<file path="src/cache_pkg.sv">
package cache_pkg;

   localparam int ADDR_W  = 10;
   localparam int DATA_W  = 32;
   localparam int STRB_W  = DATA_W / 8;
   localparam int INDEX_W = 4;
   localparam int TAG_W   = ADDR_W - 1 - INDEX_W;
   localparam int REG_W   = 3;

   // Address as seen by the cache memory
   typedef struct packed {
      logic               ctrl_sel;
      logic [TAG_W-1:0]   tag;
      logic [INDEX_W-1:0] index;
   } mem_view_s;

   // Address as seen by the control registers
   typedef struct packed {
      logic                    ctrl_sel;
      logic [ADDR_W-REG_W-2:0] unused;
      logic [REG_W-1:0]        reg_sel;
   } ctrl_view_s;

   typedef union packed {
      mem_view_s  mem;
      ctrl_view_s ctrl;
   } cache_addr_u;

   typedef struct packed {
      cache_addr_u       addr;
      logic [DATA_W-1:0] wdata;
      logic [STRB_W-1:0] wstrb;
      logic              we;
   } cache_req_s;

   typedef struct packed {
      logic              ack;
      logic [DATA_W-1:0] rdata;
   } cache_rsp_s;

   typedef struct packed {
      logic read_hit;
      logic read_miss;
      logic write;
   } cache_event_s;

   localparam logic [REG_W-1:0] CTRL_HITS       = 3'd0;
   localparam logic [REG_W-1:0] CTRL_MISSES     = 3'd1;
   localparam logic [REG_W-1:0] CTRL_WRITES     = 3'd2;
   localparam logic [REG_W-1:0] CTRL_INVALIDATE = 3'd3;

   // Byte lanes with a strobe bit take the new value
   function automatic logic [DATA_W-1:0] merge_bytes(
      input logic [DATA_W-1:0] old_word,
      input logic [DATA_W-1:0] new_word,
      input logic [STRB_W-1:0] strb
   );
      logic [DATA_W-1:0] word;
      word = old_word;
      for (int i = 0; i < STRB_W; i++) begin
         if (strb[i]) begin
            word[8*i +: 8] = new_word[8*i +: 8];
         end
      end
      return word;
   endfunction

endpackage

</file>
<file path="src/cache_control.sv">
module cache_control (
   input  logic                    clk_i,
   input  logic                    rst_i,
   input  cache_pkg::cache_req_s   req_i,
   input  logic                    ctrl_req_i,
   input  cache_pkg::cache_event_s event_i,
   output cache_pkg::cache_rsp_s   rsp_o,
   output logic                    inv_o
);

   logic                         ack_q;
   logic [cache_pkg::DATA_W-1:0] rdata_q;
   logic [cache_pkg::DATA_W-1:0] hits_q;
   logic [cache_pkg::DATA_W-1:0] misses_q;
   logic [cache_pkg::DATA_W-1:0] writes_q;
   logic [cache_pkg::REG_W-1:0]  reg_sel;
   logic                         start;
   logic                         clear;

   // Counters stop at all ones
   function automatic logic [cache_pkg::DATA_W-1:0] sat_inc(
      input logic [cache_pkg::DATA_W-1:0] cnt,
      input logic                         en
   );
      return (en && cnt != '1) ? cnt + 1'b1 : cnt;
   endfunction

   assign reg_sel = req_i.addr.ctrl.reg_sel;
   assign start   = ctrl_req_i & ~ack_q;
   assign clear   = start & req_i.we & (reg_sel != cache_pkg::CTRL_INVALIDATE);

   always_ff @(posedge clk_i) begin
      if (rst_i) begin
         ack_q    <= 1'b0;
         inv_o    <= 1'b0;
         hits_q   <= '0;
         misses_q <= '0;
         writes_q <= '0;
      end else begin
         ack_q <= start;
         inv_o <= start & req_i.we & (reg_sel == cache_pkg::CTRL_INVALIDATE);
         if (clear) begin
            hits_q   <= '0;
            misses_q <= '0;
            writes_q <= '0;
         end else begin
            hits_q   <= sat_inc(hits_q, event_i.read_hit);
            misses_q <= sat_inc(misses_q, event_i.read_miss);
            writes_q <= sat_inc(writes_q, event_i.write);
         end
      end
   end

   always_ff @(posedge clk_i) begin
      if (start) begin
         case (reg_sel)
            cache_pkg::CTRL_HITS:   rdata_q <= hits_q;
            cache_pkg::CTRL_MISSES: rdata_q <= misses_q;
            cache_pkg::CTRL_WRITES: rdata_q <= writes_q;
            default:                rdata_q <= '0;
         endcase
      end
   end

   assign rsp_o.ack   = ack_q;
   assign rsp_o.rdata = rdata_q;

endmodule

</file>
<file path="config.mk">
export PLATFORM = sky130hd
export DESIGN_NAME = cache_control
export DESIGN_NICKNAME = d
export VERILOG_FILES = /design/src/cache_pkg.sv /design/src/cache_control.sv
export SDC_FILE = /design/constraint.sdc
export NUM_CORES = 1
export LEC_CHECK = 0
export ABC_AREA = 1
export BUFFER_PORTS_ARGS = -buffer_cell sky130_fd_sc_hd__buf_4
export CAP_MARGIN = 20
export CORE_MARGIN = 2
export CORE_UTILIZATION = 53
export CTS_CLUSTER_SIZE = 40
export DETAILED_ROUTE_END_ITERATION = 7
export GPL_TIMING_DRIVEN = 0
export PLACE_DENSITY = 0.76
export RECOVER_POWER = 25
export SYNTH_ARGS = -nofsm -noshare
export SYNTH_HDL_FRONTEND = slang
export SYNTH_SLANG_ARGS = --single-unit
export TNS_END_PERCENT = 50
</file>
<file path="constraint.sdc">
create_clock -name clk_i -period 3.25 [get_ports clk_i]
set_input_delay 0.65 -clock clk_i [delete_from_list [all_inputs] [get_ports clk_i]]
set_output_delay 0.65 -clock clk_i [all_outputs]
set_load 0.1 [all_outputs]
</file>
# After elaboration in Yosys (flattened, before gate mapping)
# Index checks and enable logic that the tools add are counted.
dict set report totals {
  register_bits 130
  input_bits 53
  out_inout_bits 34
  wordCells 27
}
dict set report classes {
  addsub 3
  n_eq_ne 7
  n_mux 1
  n_bitwise 5
  reduce_logical 5
}
# operator count
set op_table {}
lappend op_table {{$add A32 B1 Y32 const B} 3}
lappend op_table {{$ne A32 B32 Y1 const B} 3}
lappend op_table {{$pmux W32 S3} 1}
lappend op_table {{$eq A3 B2 Y1 const B} 2}
lappend op_table {{$and A1 B1 Y1} 4}
lappend op_table {{$eq A3 B1 Y1 const B} 1}
lappend op_table {{$logic_and A1 B1 Y1} 3}
lappend op_table {{$logic_not A3 Y1} 1}
lappend op_table {{$ne A3 B2 Y1 const B} 1}
lappend op_table {{$reduce_or A2 Y1} 1}
lappend op_table {{$not A1 Y1} 1}

# Logic depth before layout (Yosys ltp)
dict set report logic_depth {
  depth_word 5
  mapped_depth 12
  ltp_nobuf 11
}

# Worst setup path before layout
# No wires, ideal clock.
dict set report synth_path {
  path_type {input -> register}
  start {input port ctrl_req_i}
  end {register misses_q[14] (netlist name)}
  setup_ns 0.144
  t_arrival_ns 3.054
  required_time_ns 3.106
  path_slack_ns 0.052
  path_stages 8
  path_buffers 1
  cell_sequence {inv_1 -> nor2_1 -> nand2_1 -> inv_1 -> a21oi_1 -> inv_1 -> clkbuf_1 -> nor3_1}
}
dict set report synth_via {
  elab_chain_cells 4
}
# item line
set synth_lines {}
lappend synth_lines {{start, declared} cache_control.sv:5} ;# input logic ctrl_req_i,
lappend synth_lines {{$and A1 B1 Y1} cache_control.sv:29} ;# assign start = ctrl_req_i & ~ack_q;
lappend synth_lines {{named net start} cache_control.sv:17} ;# logic start;
lappend synth_lines {{$and A1 B1 Y1 (2 in series)} cache_control.sv:30} ;# assign clear = start & req_i.we & (reg_sel != cache_pkg::CTRL_INVALIDATE);
lappend synth_lines {{$reduce_or A2 Y1 (no source line)} n/a}
lappend synth_lines {{end signal, assigned} cache_control.sv:48} ;# misses_q <= sat_inc(misses_q, event_i.read_miss);
lappend synth_lines {{end, declared} cache_control.sv:14} ;# logic [cache_pkg::DATA_W-1:0] misses_q;
# The timed path passes the listed nets, and every way through them passes these cells.
# A chain may end at the register's enable or synchronous reset.

# Worst setup path in the final report
dict set report layout_path {
  start {register ack_q}
  end {register misses_q[14] (netlist name)}
}
dict set report layout_via {
  elab_chain_cells 5
}
# item line
set layout_lines {}
lappend layout_lines {{start, declared} cache_control.sv:11} ;# logic ack_q;
lappend layout_lines {{start signal, assigned} cache_control.sv:40} ;# ack_q <= start;
lappend layout_lines {{$not A1 Y1} cache_control.sv:29}
lappend layout_lines {{$and A1 B1 Y1} cache_control.sv:29}
lappend layout_lines {{named net start} cache_control.sv:17}
lappend layout_lines {{$and A1 B1 Y1 (2 in series)} cache_control.sv:30}
lappend layout_lines {{$reduce_or A2 Y1 (no source line)} n/a}
# The timed path passes the listed nets, and every way through them passes these cells.

==> results.sh <==
export IMPL_die_area_um2=14800
export IMPL_multi_input_area_um2=3860
export IMPL_yosys_top_cells_count="nand2_1, nor2_1, dfxtp_1, inv_1, nand3_1"
export IMPL_p_per_area_nw_per_um2=472
export IMPL_numCtsBuffers=17
export IMPL_post_route_min_period_ns=2.52
export IMPL_ys_top_cells_by_area="dfxtp_1, nand2_1, edfxtp_1"
export IMPL_setup_viol=0
export IMPL_critPathBufInv=3
export IMPL_timing_final_ws_setup_ns=0.731
export IMPL_setup_tns_final_ns=0
export IMPL_peakVddDrop_mv=0.400
export IMPL_run_status="finished clean"
export IMPL_synthesis_nets=1158
export IMPL_drv_cap=0
export IMPL_cts_repair_resized=0
export IMPL_drtIter0Drc=844
export IMPL_crit_family="simple AND/OR/NAND/NOR gates"
export IMPL_yosysTopAreaCell="dfxtp_1"
export IMPL_switchingPower_w=0.00103
export IMPL_p_total_w=0.00398
export IMPL_fin_skew_ns=0.00822
export IMPL_core_um2=13700
export IMPL_cts_tree="built"
export IMPL_whs_path_depth=2
export IMPL_synth_top_area_share_pct=26.7
export IMPL_port_buffers=43
export IMPL_switching_share_pct=25.8
export IMPL_final_nets=1220
export IMPL_synth_seq_cells=130
export IMPL_clock_sinks=130
export IMPL_place_ws_ns=0.324
export IMPL_cp_max_fo=33
export IMPL_initial_core_util_pct=53.5
export IMPL_root_buffer="clkbuf_16"
export IMPL_grt_max_degree=34
export IMPL_yosysWarnings=0
export IMPL_seq_area_frac_synth_pct=39.8
export IMPL_grt_overflow=0
export IMPL_leakagePower_nw=3.05
export IMPL_postSynthAreaPerCell_um2=6.66
export IMPL_grt_use_total_pct=30.6
export IMPL_slew_headroom_pct=20.7
export IMPL_drive_gt1_share_pct=9.26
export IMPL_rr_worst_depth=7
export IMPL_crit_type="reg -> reg"
export IMPL_antenna_left=0
export IMPL_p_int_w=0.00295
export IMPL_antenna_cells=0
export IMPL_antenna_found_initial=0
export IMPL_grt_pass1_vias=6660
export IMPL_comb_power_share_pct=8.5
export IMPL_ctsHtreeMaxLevel=4
export IMPL_fin_crit_sh_pct=77.5
export IMPL_routed_wl_um=21800
export IMPL_tightest_slew_ns=1.19
export IMPL_cp_arrival_ns=2.80
export IMPL_critical_path_slowest_cell="nor2_4"
export IMPL_areaGrowthSynthToFinish_pct=14.9
export IMPL_ioPinCount=87
export IMPL_fp_dieW_um=122
export IMPL_nFillCells=1311
export IMPL_core_rowCount=43
export IMPL_cp_cell_sequence="nor2_4 -> nand2_1 -> inv_1 -> a21oi_1 -> inv_1 -> clkbuf_1 -> nor3_1"
export IMPL_final_hold_viol_count=0
export IMPL_gp_congestion=0.974
export IMPL_grt_pass1_wl_um=34400
export IMPL_path_depth=7
export IMPL_cts_buffer_depth=2
export IMPL_clkTransAtPathRegs_ns=0.06
export IMPL_maxClockFrequency_ghz=0.397
export IMPL_synth_edf_count=32
export IMPL_worst_setup_path_end_kind="register"
export IMPL_seq_area_um2=2920
export IMPL_synthFlopType="dfxtp_1"
export IMPL_ctsHoldBuffers=0
export IMPL_start_kind="register"
export IMPL_seq_power_share_pct=43.0
export IMPL_synth_area_um2=7340
export IMPL_post_cts_setup_buffer_count=0
export IMPL_min_delay_path_class="in -> reg"
export IMPL_crit_top_cell="inv_1"
export IMPL_wl_per_cell_um=16.0
export IMPL_critPathRequiredTime_ns=3.53
export IMPL_crit_path_max_incr_delay_ns=0.75
export IMPL_viasPerCell=5.50
export IMPL_rsz0062_at_grt="false"
export IMPL_synth_cell_types=36
export IMPL_slew_violations=0
export IMPL_insertion_delay_ns=0.42
export IMPL_yosysMostFrequentCell="nand2_1"
export IMPL_netlist_instances=1102
export IMPL_die_y_um=122
export IMPL_routed_via_count=7470
export IMPL_drtPass1Iterations=6
export IMPL_drc=0
export IMPL_dpl_hpwl_um=16700
export IMPL_pwr_share_clk_pct=48.6
export IMPL_async_flop_share_pct=0
## cells in the final DEF, fill, tap and decap left out, types with 21 or more instances in the layout
cell type / instances
edfxtp_1: 32
nand3_1: 84
dfxtp_1: 98
buf_4: 31
nor2_1: 224
clkbuf_1: 33
nor3_1: 21
nand4_1: 22
nand2_1: 330
a21oi_1: 51
inv_1: 97
## flip-flops by register name, summed over array words and instances, names as in the netlist
signal    cells
hits_q       32
misses_q     32
rdata_q      32
writes_q     32
ack_q         1
inv_o         1
## metal layers
layer / up-vias / GRT usage (%) / share of wire (%) / routed length, um
met5: - / 0 / 0 / 0
li1: 3703 / - / - / -
met2: 299 / 48.0 / 46 / 9940
met4: 0 / 14.1 / 3.3 / 722
met3: 52 / 4.63 / 7.3 / 1590
met1: 3416 / 41.8 / 44 / 9510
## cell families (layout without fill, tap and decap cells)
kind of cell | count (synthesis) | in the layout | synth area share (%)
AO/OA/AOI/OAI | 111 | 111 | 9.54
XOR/XNOR | 18 | 18 | 2.15
adder cells (fa/ha/maj) | 3 | 3 | 0.511
buffers and inverters | 133 | 208 | 7.75
flip-flops | 130 | 130 | 39.8
AND/OR/NAND/NOR | 707 | 707 | 40.2
## per-stage QoR
step	instance area [um^2]	hold slack [ns]	util, %	cells
5_1_grt	8440	0.413	61.5	1357
6_report	8440	0.409	61.5	1357
4_1_cts	8490	0.402	61.9	1357
3_3_place_gp	7890	0.434	57.5	1325
2_1_floorplan	7340	0.422	-	1102
3_5_place_dp	7900	0.491	57.6	1325
## worst reg2reg max path, delay by kind of cell, from the launching register on
| kind | cells | cell delay (ns) |
|---|---|---|
| buffers and inverters | 3 | 0.85 |
| and+or+nand+nor | 3 | 1.02 |
| DFF | 1 | 0.34 |
| AOI/OAI and AO/OA | 1 | 0.17 |
## power by group through the flow
stage                     combinational, W  sequential (W)  clock, W
after floorplan                   0.000120         0.00187         0
after global placement            0.000336         0.00174         0
after detailed placement          0.000341         0.00174         0
after CTS                         0.000342         0.00171   0.00195
after global routing              0.000356         0.00171   0.00201
final                             0.000337         0.00171   0.00193
## final cells by class
type | count | share of cell area [%]
Buffer | 33 | 2.30
Clock inverter | 15 | 1.97
Timing Repair Buffer | 43 | 3.20
Clock buffer | 17 | 5.04
Tap cell | 180 | 2.67
Sequential cell | 130 | 34.6
Multi-Input combinational cell | 839 | 45.7
Inverter | 100 | 4.45
## final timing paths
kind | start | to | slack [ns]
min reg2reg | ack_q$_SDFF_PP0_ | ack_q$_SDFF_PP0_ | 0.51
max | ack_q$_SDFF_PP0_ | misses_q[14]$_SDFFE_PP0P_ | 0.73
min | rst_i | ack_q$_SDFF_PP0_ | 0.41
max reg2reg | ack_q$_SDFF_PP0_ | misses_q[14]$_SDFFE_PP0P_ | 0.73
Note: power is estimated with default switching activity, not from simulation.
