--- config.mk ---
export PLATFORM = sky130hd
export DESIGN_NAME = cache_front_end
export DESIGN_NICKNAME = d
export VERILOG_FILES = /design/src/cache_pkg.sv /design/src/cache_front_end.sv
export SDC_FILE = /design/constraint.sdc
export NUM_CORES = 1
export LEC_CHECK = 0
export BUFFER_PORTS_ARGS = -buffer_cell sky130_fd_sc_hd__buf_2
export CORE_MARGIN = 3
export CORE_UTILIZATION = 32
export CTS_CLUSTER_SIZE = 14
export DETAILED_ROUTE_END_ITERATION = 10
export GPL_TIMING_DRIVEN = 0
export PLACE_DENSITY = 0.81
export SETUP_SLACK_MARGIN = 0.2
export SYNTH_ARGS = -nofsm -noshare
export SYNTH_HDL_FRONTEND = slang
export SYNTH_SLANG_ARGS = --single-unit
--- constraint.sdc ---
create_clock -name clk_i -period 2.3 [get_ports clk_i]
set_clock_uncertainty 0.05 [all_clocks]
set_input_delay 0.23 -clock clk_i [delete_from_list [all_inputs] [get_ports clk_i]]
set_output_delay 0.23 -clock clk_i [all_outputs]
set_load 0.005 [all_outputs]
--- src/cache_pkg.sv ---
package cache_pkg;

   localparam int ADDR_W  = 10;
   localparam int DATA_W  = 32;
   localparam int STRB_W  = DATA_W / 8;
   localparam int INDEX_W = 4;
   localparam int TAG_W   = ADDR_W - 1 - INDEX_W;
   localparam int REG_W   = 3;

   // Address as seen by the cache memory
   typedef struct packed {
      logic               ctrl_sel;
      logic [TAG_W-1:0]   tag;
      logic [INDEX_W-1:0] index;
   } mem_view_s;

   // Address as seen by the control registers
   typedef struct packed {
      logic                    ctrl_sel;
      logic [ADDR_W-REG_W-2:0] unused;
      logic [REG_W-1:0]        reg_sel;
   } ctrl_view_s;

   typedef union packed {
      mem_view_s  mem;
      ctrl_view_s ctrl;
   } cache_addr_u;

   typedef struct packed {
      cache_addr_u       addr;
      logic [DATA_W-1:0] wdata;
      logic [STRB_W-1:0] wstrb;
      logic              we;
   } cache_req_s;

   typedef struct packed {
      logic              ack;
      logic [DATA_W-1:0] rdata;
   } cache_rsp_s;

   typedef struct packed {
      logic read_hit;
      logic read_miss;
      logic write;
   } cache_event_s;

   localparam logic [REG_W-1:0] CTRL_HITS       = 3'd0;
   localparam logic [REG_W-1:0] CTRL_MISSES     = 3'd1;
   localparam logic [REG_W-1:0] CTRL_WRITES     = 3'd2;
   localparam logic [REG_W-1:0] CTRL_INVALIDATE = 3'd3;

   // Byte lanes with a strobe bit take the new value
   function automatic logic [DATA_W-1:0] merge_bytes(
      input logic [DATA_W-1:0] old_word,
      input logic [DATA_W-1:0] new_word,
      input logic [STRB_W-1:0] strb
   );
      logic [DATA_W-1:0] word;
      word = old_word;
      for (int i = 0; i < STRB_W; i++) begin
         if (strb[i]) begin
            word[8*i +: 8] = new_word[8*i +: 8];
         end
      end
      return word;
   endfunction

endpackage

--- src/cache_front_end.sv ---
module cache_front_end (
   input  logic                         clk_i,
   input  logic                         rst_i,
   input  logic                         valid_i,
   input  cache_pkg::cache_addr_u       addr_i,
   input  logic [cache_pkg::DATA_W-1:0] wdata_i,
   input  logic [cache_pkg::STRB_W-1:0] wstrb_i,
   input  cache_pkg::cache_rsp_s        mem_rsp_i,
   input  cache_pkg::cache_rsp_s        ctrl_rsp_i,
   output logic                         ready_o,
   output logic                         rvalid_o,
   output logic [cache_pkg::DATA_W-1:0] rdata_o,
   output cache_pkg::cache_req_s        req_o,
   output logic                         mem_req_o,
   output logic                         ctrl_req_o
);

   logic ack;
   logic accept;

   assign ack = mem_rsp_i.ack | ctrl_rsp_i.ack;

   // Free when idle, or when the outstanding request completes now
   assign ready_o = ~(mem_req_o | ctrl_req_o) | ack;
   assign accept  = valid_i & ready_o;

   // Merge the two response paths
   assign rdata_o  = ctrl_rsp_i.ack ? ctrl_rsp_i.rdata : mem_rsp_i.rdata;
   assign rvalid_o = ack & ~req_o.we;

   always_ff @(posedge clk_i) begin
      if (rst_i) begin
         mem_req_o  <= 1'b0;
         ctrl_req_o <= 1'b0;
      end else if (accept) begin
         // Top address bit picks the part
         mem_req_o  <= ~addr_i.mem.ctrl_sel;
         ctrl_req_o <= addr_i.mem.ctrl_sel;
      end else if (ack) begin
         mem_req_o  <= 1'b0;
         ctrl_req_o <= 1'b0;
      end
   end

   // Held stable until the next acceptance
   always_ff @(posedge clk_i) begin
      if (accept) begin
         req_o.addr  <= addr_i;
         req_o.wdata <= wdata_i;
         req_o.wstrb <= wstrb_i;
         req_o.we    <= |wstrb_i;
      end
   end

endmodule

---- Word-level counts from Yosys, hierarchy flattened ----
Index checks and enable logic that the tools add are counted.
cells by class
  multiplexer cells ....................... 4
  bitwise gates (word level) .............. 8
  reductions and logical operators ........ 2
operators by type and width
  cell               number
  $mux 32            1
  $reduce_or 4->1    1
  $mux 1             3
  $not 1->1          3
  $or 1x1->1         3
  $and 1x1->1        2
  $reduce_bool 2->1  1
storage, ports and cells
  register bits ........................... 49
  input bits .............................. 115
  output and inout bits ................... 83
  logic and storage cells ................. 20

---- Longest topological paths before layout ----
Gate-level depths: netlist of run 1.
  depth in word-level cells ............... 5
  mapped depth ............................ 4

---- Worst setup path after synthesis of run 1 ----
No wires, ideal clock.
  path kind ............................... in2reg
  start point ............................. input port ctrl_rsp_i[32] (netlist name)
  end point ............................... register req_o[0] (netlist name) (enable)
  setup time .............................. 0.412 ns
  data arrival time ....................... 1.713 ns
  slack ................................... 0.125 ns
  stages on the path ...................... 3
  buffers on the path ..................... 2
  path through ............................ buf_6 buf_6 o31a_1
on the way
  cells in the longest elaborated chain, start to end .. 3
RTL lines
  what             line                   RTL
  start, declared  cache_front_end.sv:9   input cache_pkg::cache_rsp_s ctrl_rsp_i,
  $or 1x1->1       cache_front_end.sv:21  assign ack = mem_rsp_i.ack | ctrl_rsp_i.ack;
  $or 1x1->1       cache_front_end.sv:24  assign ready_o = ~(mem_req_o | ctrl_req_o) | ack;
  $and 1x1->1      cache_front_end.sv:25  assign accept = valid_i & ready_o;
  net accept       cache_front_end.sv:19  logic accept;
  end, declared    cache_front_end.sv:13  output cache_pkg::cache_req_s req_o,
The timed path passes the listed nets, and every way through them passes these cells.
A chain may end at the register's enable or synchronous reset.

---- Worst setup path in the final report of run 1 ----
  start point ............................. register ctrl_req_o
  end point ............................... register req_o[11] (netlist name) (enable)
on the way
  cells in the longest elaborated chain, start to end .. 4
RTL lines
  what                    line                   RTL
  start, declared         cache_front_end.sv:15  output logic ctrl_req_o
  start signal, assigned  cache_front_end.sv:38  ctrl_req_o <= addr_i.mem.ctrl_sel;
  $or 1x1->1              cache_front_end.sv:24
  $not 1->1               cache_front_end.sv:24
  $or 1x1->1              cache_front_end.sv:24
  $and 1x1->1             cache_front_end.sv:25
  net accept              cache_front_end.sv:19
The timed path passes the listed nets, and every way through them passes these cells.

==> impl_metrics.toml, run 1 <==
[timing]
setup_tns_ns = 0
slew-limit-headroom_pct = 26.6
slew_violations = 0
final-setup-viol-count = 0
post-route-min-period_ns = 1.75
timing.fmax_mhz = 572
grt_setup_unrepaired = "false"
hold_viol_final = 0
worstMarginPinSlew_ns = 1.10
finalHoldWorstSlack_ns = 0.0600
post-route-period-util_pct = 76.1

[clock_tree]
postCtsHoldBufs = 0
numCtsBuffers = 5
clk_pin_slew_ns = 0.08
cts_tree = "done"
post_cts_buffers = 0
clk-insertion-delay-late_ns = 0.29
cts_max_path_buffers = 2
cts_root_buf = "clkbuf_8"
htreeDepth = 2
postCtsResizedCells = 0
cts_sinks = 49

[global_routing]
grt_max_degree = 48
grt_busiest_layer = "met2"
grt_pass1_wl_um = 9030
grt_usage_pct = 16.2
grtUsageMet2_pct = 31.1
global_route.usage.met1_pct = 16.3
grtUsageMet3_pct = 5.33
grt_pass1_vias = 1839
grt-ovfl-total = 0
antenna_found_initial = 0

[synthesis]
syn_nets = 213
synth_warnings = 0
synth_edf_count = 47
synth_area_leaders = "edfxtp_1 (72%), mux2_2 (18%), buf_6 (2.3%)"
yosys.area_share.simple_pct = 3.08
netlist_top_cells_count = "edfxtp_1 (47), mux2_2 (32), buf_6 (4)"
ys_ff_latch = 49
synthFlopType = "edfxtp_1"
synth_top_family_by_area = "multiplexers"
synth_fa_ha_area_share_pct = 0
syn_area_um2 = 1950
synthMuxAreaShare_pct = 18.5
ys_async_sr_fraction_pct = 0
synth_xor_xnor_area_share_pct = 0
synth_top_area_share_pct = 72.3
synth.most_common_cell = "edfxtp_1"
avgSynthCellArea_um2 = 19.9
synth_compound_area_share_pct = 1.60
synth_seq_area_share_pct = 74.4
yosysTopAreaCell = "edfxtp_1"
postSynthCellCount = 98
synth.distinct_cells = 13

[drt]
dr.pass1.iters = 4
routed_wirelength_um = 6010
drc = 0
wl_per_cell_um = 16.1
drt.antenna.violating_nets = 0
dr_total_vias = 1673
drtIter0Drc = 41
vias_per_cell = 4.47

[floorplan]
fp-row-count = 27
pin_count = 198
die_h_um = 84.1
start_util_pct = 34.2
dieWidth_um = 84.1
core_region_area_um2 = 5710
dieArea_um2 = 7070

[power_and_ir_drop]
leakage_nw = 1.47
vdd_ir_drop_max_uv = 448
p_per_area_nw_per_um2 = 618

[critical_path]
cp_num_buf_inv = 0
cp-start-kind = "flip-flop"
endpoint = "req_o[11]"
worstPathRequired_ns = 2.16
rr_worst_depth = 2
reg2reg_slack_ns = 0.55
rr_startpoint = "ctrl_req_o"
path_cells = "nor2_1 -> o31a_2"
worst-endpoint-arrival_ns = 1.61
crit_family = "compound AO/OA/AOI/OAI gates"
max_stage_delay_ns = 0.86
path_max_fanout = 47
crit_path_start = "ctrl_req_o"
criticalPathCategory = "flip-flop to flip-flop"
endpoint_kind = "flip-flop"
r2r-end = "req_o[11]"
slowest_stage = "o31a_2"
crit_cells = 2

[layout]
diodes = 0
fin_nets = 416
drive_gt1_share_pct = 80.1
syn_to_final_growth_pct = 60.6
nFillCells = 485

[placement]
hpwl_um = 5160
port-buffer-count = 196
place.gp.congestion = 0.794

[min_path]
hp-class = "input pin to flip-flop"

[status]
status = "complete, no violations"

[job]
cap_violations = 0
[cell type report]
cell class                      instances  area, um^2  share of cell area (%)
Multi-Input combinational cell         44         453                    14.5
Inverter                                1        3.75                   0.120
Clock inverter                          3        41.3                    1.32
Sequential cell                        49        1450                    46.3
Buffer                                  4        45.0                    1.44
Clock buffer                            5        68.8                    2.20
Timing Repair Buffer                  196         981                    31.3
Tap cell                               72        90.1                    2.87
[where the power goes]
group	leakage (nW)	internal (W)	switching, W
Clock	0.0518	0.000320	0.000262
Combinational	0.949	0.000177	0.000127
Sequential	0.472	0.00104	0.0000130
[cell usage in the layout (no fill, tap or decap), drive strengths merged]
master    count
nor3b         2
clkinv        1
inv           1
dfxtp         2
nand3b        1
o31a          1
o21ai         1
edfxtp       47
or4           1
buf         200
mux2         32
clkbuf        5
bufinv        1
clkinvlp      1
or3b          1
o2bb2ai       2
nor2          3
[flip-flops by register name, indices dropped and copies added (netlist names)]
register	count
mem_req_o	1
ctrl_req_o	1
req_o	47
[cells by family after synthesis]
kind of cell	count (synthesis)
mux	32
buf+inv	5
flops	49
simple gates	8
compound gates	4
[worst min-delay path by stage]
stage / from / end / slack [ns] / cells after the start
finish: wdata_i[26] / req_o[31] / 0.06 / 1
CTS: wdata_i[26] / req_o[31] / 0.05 / 1
detailed placement: wdata_i[26] / req_o[31] / 0.36 / 1
floorplan: wdata_i[5] / req_o[10] / 0.28 / 0
global route: wdata_i[26] / req_o[31] / 0.04 / 1
global placement: wdata_i[31] / req_o[36] / 0.36 / 1
[per-layer routing]
layer / vias to the layer above / part of all wire [%]
met5: - / 0
met4: 0 / 2.7
met3: 14 / 11
met2: 133 / 53
met1: 736 / 33
li1: 790 / -
[through the flow]
| step | power, W | utilization (%) | std cells | instance area (um^2) | setup WS (ns) |
|---|---|---|---|---|---|
| detailed placement | 0.00138 | 53.0 | 366 | 3020 | 0.403 |
| finish | 0.00194 | 54.9 | 374 | 3130 | 0.550 |
| global route | 0.00204 | 54.9 | 374 | 3130 | 0.382 |
| floorplan | 0.00118 | - | 98 | 1950 | 0.668 |
| CTS | 0.00197 | 54.9 | 374 | 3130 | 0.511 |
| global placement | 0.00137 | 53.0 | 366 | 3020 | 0.428 |
Power figures use the tool's default switching activity.
==> inputs of run 2 (changes only) <==
--- a/config.mk
+++ b/config.mk
@@ -5,13 +5,14 @@
 export SDC_FILE = /design/constraint.sdc
 export NUM_CORES = 1
 export LEC_CHECK = 0
+export ABC_AREA = 1
 export BUFFER_PORTS_ARGS = -buffer_cell sky130_fd_sc_hd__buf_2
 export CORE_MARGIN = 3
-export CORE_UTILIZATION = 32
+export CORE_UTILIZATION = 35
 export CTS_CLUSTER_SIZE = 14
 export DETAILED_ROUTE_END_ITERATION = 10
 export GPL_TIMING_DRIVEN = 0
-export PLACE_DENSITY = 0.81
+export PLACE_DENSITY = 0.84
 export SETUP_SLACK_MARGIN = 0.2
 export SYNTH_ARGS = -nofsm -noshare
 export SYNTH_HDL_FRONTEND = slang
==> constraint.sdc (replaced) <==
create_clock -name clk_i -period 1.77 [get_ports clk_i]
set_clock_uncertainty 0.05 [all_clocks]
set_input_delay 0.177 -clock clk_i [delete_from_list [all_inputs] [get_ports clk_i]]
set_output_delay 0.177 -clock clk_i [all_outputs]
set_load 0.005 [all_outputs]
==> run 2 against run 1 <==
Against the previous run: via count increased by 22%; die area decreased by 7.0%; sequential power increased by 30%; largest power group unchanged; maximum frequency increased by 15%.
==> impl_metrics.toml, run 2 <==
[status]
status = "complete, no violations"

[synthesis]
synth_xor_xnor_area_share_pct = 0
ys_ff_latch = 49
synthMuxAreaShare_pct = 0
synthFlopType = "edfxtp_1"
synth_warnings = 0
postSynthCellCount = 172
synth_edf_count = 47
synth_area_leaders = "edfxtp_1 (72%), nand2_1 (19%), dfxtp_1 (2.0%)"
synth_compound_area_share_pct = 0.888
synth_seq_area_share_pct = 73.6
synth.most_common_cell = "nand2_1"
ys_async_sr_fraction_pct = 0
netlist_top_cells_count = "nand2_1 (100), edfxtp_1 (47), inv_1 (4), nor2_1 (4)"
synth_top_family_by_area = "simple AND/OR/NAND/NOR gates"
yosys.area_share.simple_pct = 22.1
synth_fa_ha_area_share_pct = 0
syn_nets = 287
avgSynthCellArea_um2 = 11.5
synth.distinct_cells = 15
synth_top_area_share_pct = 71.5
yosysTopAreaCell = "edfxtp_1"
syn_area_um2 = 1970

[clock_tree]
numCtsBuffers = 5
clk-insertion-delay-late_ns = 0.28
cts_sinks = 49
htreeDepth = 2
cts_root_buf = "clkbuf_8"
cts_max_path_buffers = 2
clk_pin_slew_ns = 0.08
post_cts_buffers = 0
cts_tree = "done"

[floorplan]
dieWidth_um = 81.1
pin_count = 198
dieArea_um2 = 6570
fp-row-count = 26
die_h_um = 81.1
start_util_pct = 37.4
core_region_area_um2 = 5270

[timing]
final-setup-viol-count = 0
worst_slack_ns = 0.252
timing.fmax_mhz = 659
worstMarginPinSlew_ns = 0.728
slew-limit-headroom_pct = 51.4
grt_setup_unrepaired = "true"
slew_violations = 0
post-route-period-util_pct = 85.8
hold_viol_final = 0
post-route-min-period_ns = 1.52

[global_routing]
grt_usage_pct = 18.2
grt_busiest_layer = "met2"
grtUsageMet2_pct = 33.5
antenna_found_initial = 0
grt_max_degree = 24
grt_pass1_vias = 1822
global_route.usage.met1_pct = 21.7
grt-ovfl-total = 0
grt_pass1_wl_um = 8890
grtUsageMet3_pct = 3.44

[min_path]
hp-class = "input pin to flip-flop"

[layout]
nFillCells = 442
final_cell_mix = "buf_2 (199), nand2_1 (99), edfxtp_1 (47), dlygate4sd3_1 (24), clkbuf_8 (5)"
largest-register = "req_o"
drive_gt1_share_pct = 55.0
diodes = 0
reg_top3 = "req_o: 47 flops, ctrl_req_o: 1 flops, mem_req_o: 1 flops"
final_common_cell = "buf_2"
fin_nets = 516
largest_register_ff_count = 47
syn_to_final_growth_pct = 73.0

[placement]
place_ws_ns = -0.269
hpwl_um = 5080
port-buffer-count = 196
place.gp.congestion = 0.738

[power_and_ir_drop]
leakage_nw = 1.80
finalPower_w = 0.00243
p_per_area_nw_per_um2 = 713
vdd_ir_drop_max_uv = 599

[drt]
dr_total_vias = 2033
dr.pass1.iters = 4
routed_wirelength_um = 6720
wl_per_cell_um = 14.2
vias_per_cell = 4.31
drtIter0Drc = 85
drc = 0
drt.antenna.violating_nets = 0

[critical_path]
criticalPathCategory = "flip-flop to flip-flop"
path_max_fanout = 23
worst-endpoint-arrival_ns = 1.40
endpoint_kind = "flip-flop"
worstPathRequired_ns = 1.65
cp-start-kind = "flip-flop"

[job]
cap_violations = 0
-- run 2: worst max-delay path, stage by stage (launching register included) --
cell      delay [ns]
dfxtp_2         0.33
inv_2           0.07
nand2_4         0.10
a21boi_4        0.61
-- run 2: logic make-up after synthesis --
group           Yosys count
simple gates            108
flops                    49
buf+inv                  12
compound gates            3
-- run 2: layout make-up --
class	count	area (um^2)	area share, %
repair buffers	220	1220	35.8
flip-flops and latches	49	1450	42.6
clock buffers	5	68.8	2.02
multi-input cells	113	503	14.7
well taps	70	87.6	2.57
inverters	5	18.8	0.550
plain buffers	7	48.8	1.43
clock inverters	3	12.5	0.366
-- run 2: worst paths after layout --
kind | from | endpoint | slack (ns) | cells past startpoint
min reg2reg | mem_req_o | mem_req_o | 0.43 | 2
max | ctrl_req_o | req_o[11] | 0.25 | 3
max reg2reg | ctrl_req_o | req_o[11] | 0.25 | 3
min | wdata_i[15] | req_o[20] | 0.008 | 1
-- run 2: through the flow --
| step | setup TNS [ns] | hold slack (ns) | instances | util (%) | cell area (um^2) |
|---|---|---|---|---|---|
| finish | 0 | 0.00755 | 472 | 64.8 | 3410 |
| floorplan | 0 | 0.189 | 172 | - | 1990 |
| CTS | 0 | 0.0000356 | 465 | 63.5 | 3340 |
| global placement | -10.10 | 0.290 | 438 | 58.1 | 3060 |
| detailed placement | -12.50 | 0.301 | 438 | 58.1 | 3060 |
| global route | 0 | 0.000361 | 472 | 64.8 | 3410 |
-- run 2: what timing repair did --
action / CTS / global route
hold endpoints to repair: 17 / 7
pin swaps: 1 / 1
gates resized for setup: 1 / 0
endpoints found under the setup margin: 47 / 35
hold buffers: 17 / 7
cloned: 2 / 0
-- run 2: report_power, final --
group          switching, W  internal (W)  total (W)
Clock              0.000333      0.000266   0.000600
Combinational      0.000216      0.000248   0.000465
Sequential        0.0000184       0.00135    0.00137
Total              0.000568       0.00187    0.00243
-- run 2: routing by layer --
layer | vias up | wire [um]
li1 | 1021 | -
met1 | 930 | 2490
met5 | - | 0
met2 | 75 | 3790
met4 | 0 | 76
met3 | 7 | 359
==> inputs of run 3 (changes only) <==
==> config.mk (replaced) <==
export PLATFORM = sky130hd
export DESIGN_NAME = cache_front_end
export DESIGN_NICKNAME = d
export VERILOG_FILES = /design/src/cache_pkg.sv /design/src/cache_front_end.sv
export SDC_FILE = /design/constraint.sdc
export NUM_CORES = 1
export LEC_CHECK = 0
export CORE_AREA = 3 3 76 78
export CTS_CLUSTER_SIZE = 14
export DETAILED_ROUTE_END_ITERATION = 10
export DIE_AREA = 0 0 79 81
export DONT_BUFFER_PORTS = 1
export GPL_TIMING_DRIVEN = 0
export PLACE_DENSITY = 0.56
export SETUP_SLACK_MARGIN = 0.2
export SYNTH_ARGS = -nofsm -noshare
export SYNTH_HDL_FRONTEND = slang
export SYNTH_SLANG_ARGS = --single-unit
==> run 3 against run 2 <==
Against the previous run: global-route usage fell by 2.7 points; critical path depth increased by 1; setup slack improved by 0.056 ns; combinational power is 46% lower; count of clock-buffer cells in the layout is the same; critical path type is now input pin to flip-flop; largest cell class unchanged; largest power group unchanged.
==> impl_metrics.toml, run 3 (synthesis results as in run 1) <==
[drt]
routed_wirelength_um = 5400
drc = 0
dr.pass1.iters = 4
drt.antenna.violating_nets = 0
vias_per_cell = 5.17
wl_per_cell_um = 23.8
drtIter0Drc = 48
dr_total_vias = 1173

[critical_path]
max_stage_delay_ns = 0.58
crit_family = "buffers and inverters"
slowest_stage = "dlygate4sd3_1"
worstPathRequired_ns = 1.96
worst-endpoint-arrival_ns = 1.66
cp-start-kind = "input pin"
path_cells = "dlygate4sd3_1 -> nor3b_2 -> o2bb2ai_1 -> dlygate4sd3_1"
endpoint_kind = "flip-flop"
r2r-end = "req_o[12]"
rr_worst_depth = 2
crit_path_start = "mem_rsp_i[32]"
path_max_fanout = 3
crit_top_cell = "dlygate4sd3_1"
reg2reg_slack_ns = 0.32
cp_num_buf_inv = 2
criticalPathCategory = "input pin to flip-flop"
rr_startpoint = "ctrl_req_o"

[timing]
post-route-period-util_pct = 82.6
final-setup-viol-count = 0
worstMarginPinSlew_ns = 0.576
setup_tns_ns = 0
post-route-min-period_ns = 1.46
timing.fmax_mhz = 684
slew-limit-headroom_pct = 61.6
hold_viol_final = 0
grt_setup_unrepaired = "false"
slew_violations = 0
finalHoldWorstSlack_ns = 0.0127

[floorplan]
pin_count = 198
start_util_pct = 38.0
fp-row-count = 26
dieArea_um2 = 6400
dieWidth_um = 79
core_region_area_um2 = 5140
die_h_um = 81

[global_routing]
grt_usage_pct = 15.6
grt_pass1_vias = 1283
grt-ovfl-total = 0
grt_max_degree = 48
grt_pass1_wl_um = 7180
antenna_found_initial = 0

[power_and_ir_drop]
leakage_nw = 0.913
finalPower_w = 0.00229
vdd_ir_drop_max_uv = 310
p_per_area_nw_per_um2 = 862

[min_path]
hold_path_end = "req_o[0]"
worstHoldStart = "wstrb_i[1]"
hp-class = "input pin to flip-flop"
worstHoldPathCells = 1

[placement]
hpwl_um = 4180
place.gp.congestion = 0.758
port-buffer-count = 0
placement.cell_area_um2 = 2050

[job]
cap_violations = 0

[clock_tree]
cts_tree = "done"
cts_max_path_buffers = 2
clk_pin_slew_ns = 0.09
postCtsResizedCells = 0
clk-insertion-delay-late_ns = 0.29
cts_sinks = 49
htreeDepth = 2
cts_root_buf = "clkbuf_8"
postCtsHoldBufs = 50
post_cts_buffers = 0
numCtsBuffers = 5

[layout]
fin_nets = 271
largest_register_ff_count = 47
reg_top3 = "req_o: 47 flops, ctrl_req_o: 1 flops, mem_req_o: 1 flops"
nFillCells = 432
largest-register = "req_o"
final_cell_mix = "dlygate4sd3_1 (51), edfxtp_1 (47), mux2_2 (32), clkbuf_8 (5), buf_6 (4)"
diodes = 0
syn_to_final_growth_pct = 36.0
drive_gt1_share_pct = 29.9
finalInstanceArea_um2 = 2650
final_common_cell = "dlygate4sd3_1"

[status]
status = "complete, no violations"
run 3: layout make-up:
class | count | area, um^2 | share of cell area [%]
Clock inverter | 3 | 26.3 | 0.990
Inverter | 1 | 3.75 | 0.141
Timing Repair Buffer | 51 | 510 | 19.2
Buffer | 4 | 45.0 | 1.70
Sequential cell | 49 | 1450 | 54.7
Tap cell | 70 | 87.6 | 3.30
Multi-Input combinational cell | 44 | 460 | 17.4
Clock buffer | 5 | 68.8 | 2.59
run 3: through the flow:
| step | setup WS (ns) | cells | utilization, % |
|---|---|---|---|
| 2_1_floorplan | 0.446 | 98 | - |
| 3_3_place_gp | 0.355 | 168 | 39.8 |
| 4_1_cts | 0.292 | 226 | 51.4 |
| 5_1_grt | 0.230 | 227 | 51.6 |
| 3_5_place_dp | 0.307 | 168 | 39.8 |
| 6_report | 0.308 | 227 | 51.6 |
run 3: worst max-delay path by stage:
stage                 end  slack (ns)  depth (start not counted)
2_1_floorplan    req_o[0]        0.45                          3
3_3_place_gp    req_o[23]        0.35                          3
3_5_place_dp    req_o[43]        0.31                          2
4_1_cts          req_o[5]        0.29                          2
5_1_grt         req_o[19]        0.23                          2
6_report       ctrl_req_o        0.31                          4
run 3: layer usage:
layer | up-vias | track usage (%) | wire length, um
met5 | - | 0 | 0
met4 | 0 | 6.01 | 119
met3 | 10 | 5.99 | 547
met2 | 114 | 32.4 | 3130
met1 | 550 | 12.8 | 1600
li1 | 499 | - | -
run 3: worst reg2reg max path, stage by stage, from the launching register on:
cell and delay, ns:
dfxtp_1 0.35, nor2_1 0.15, o31a_4 0.51
run 3: report_power, final:
part	switching, W	total [W]	internal (W)
combinational	0.000104	0.000249	0.000145
sequential	0.0000374	0.00139	0.00135
clock	0.000362	0.000649	0.000287
total	0.000503	0.00229	0.00178
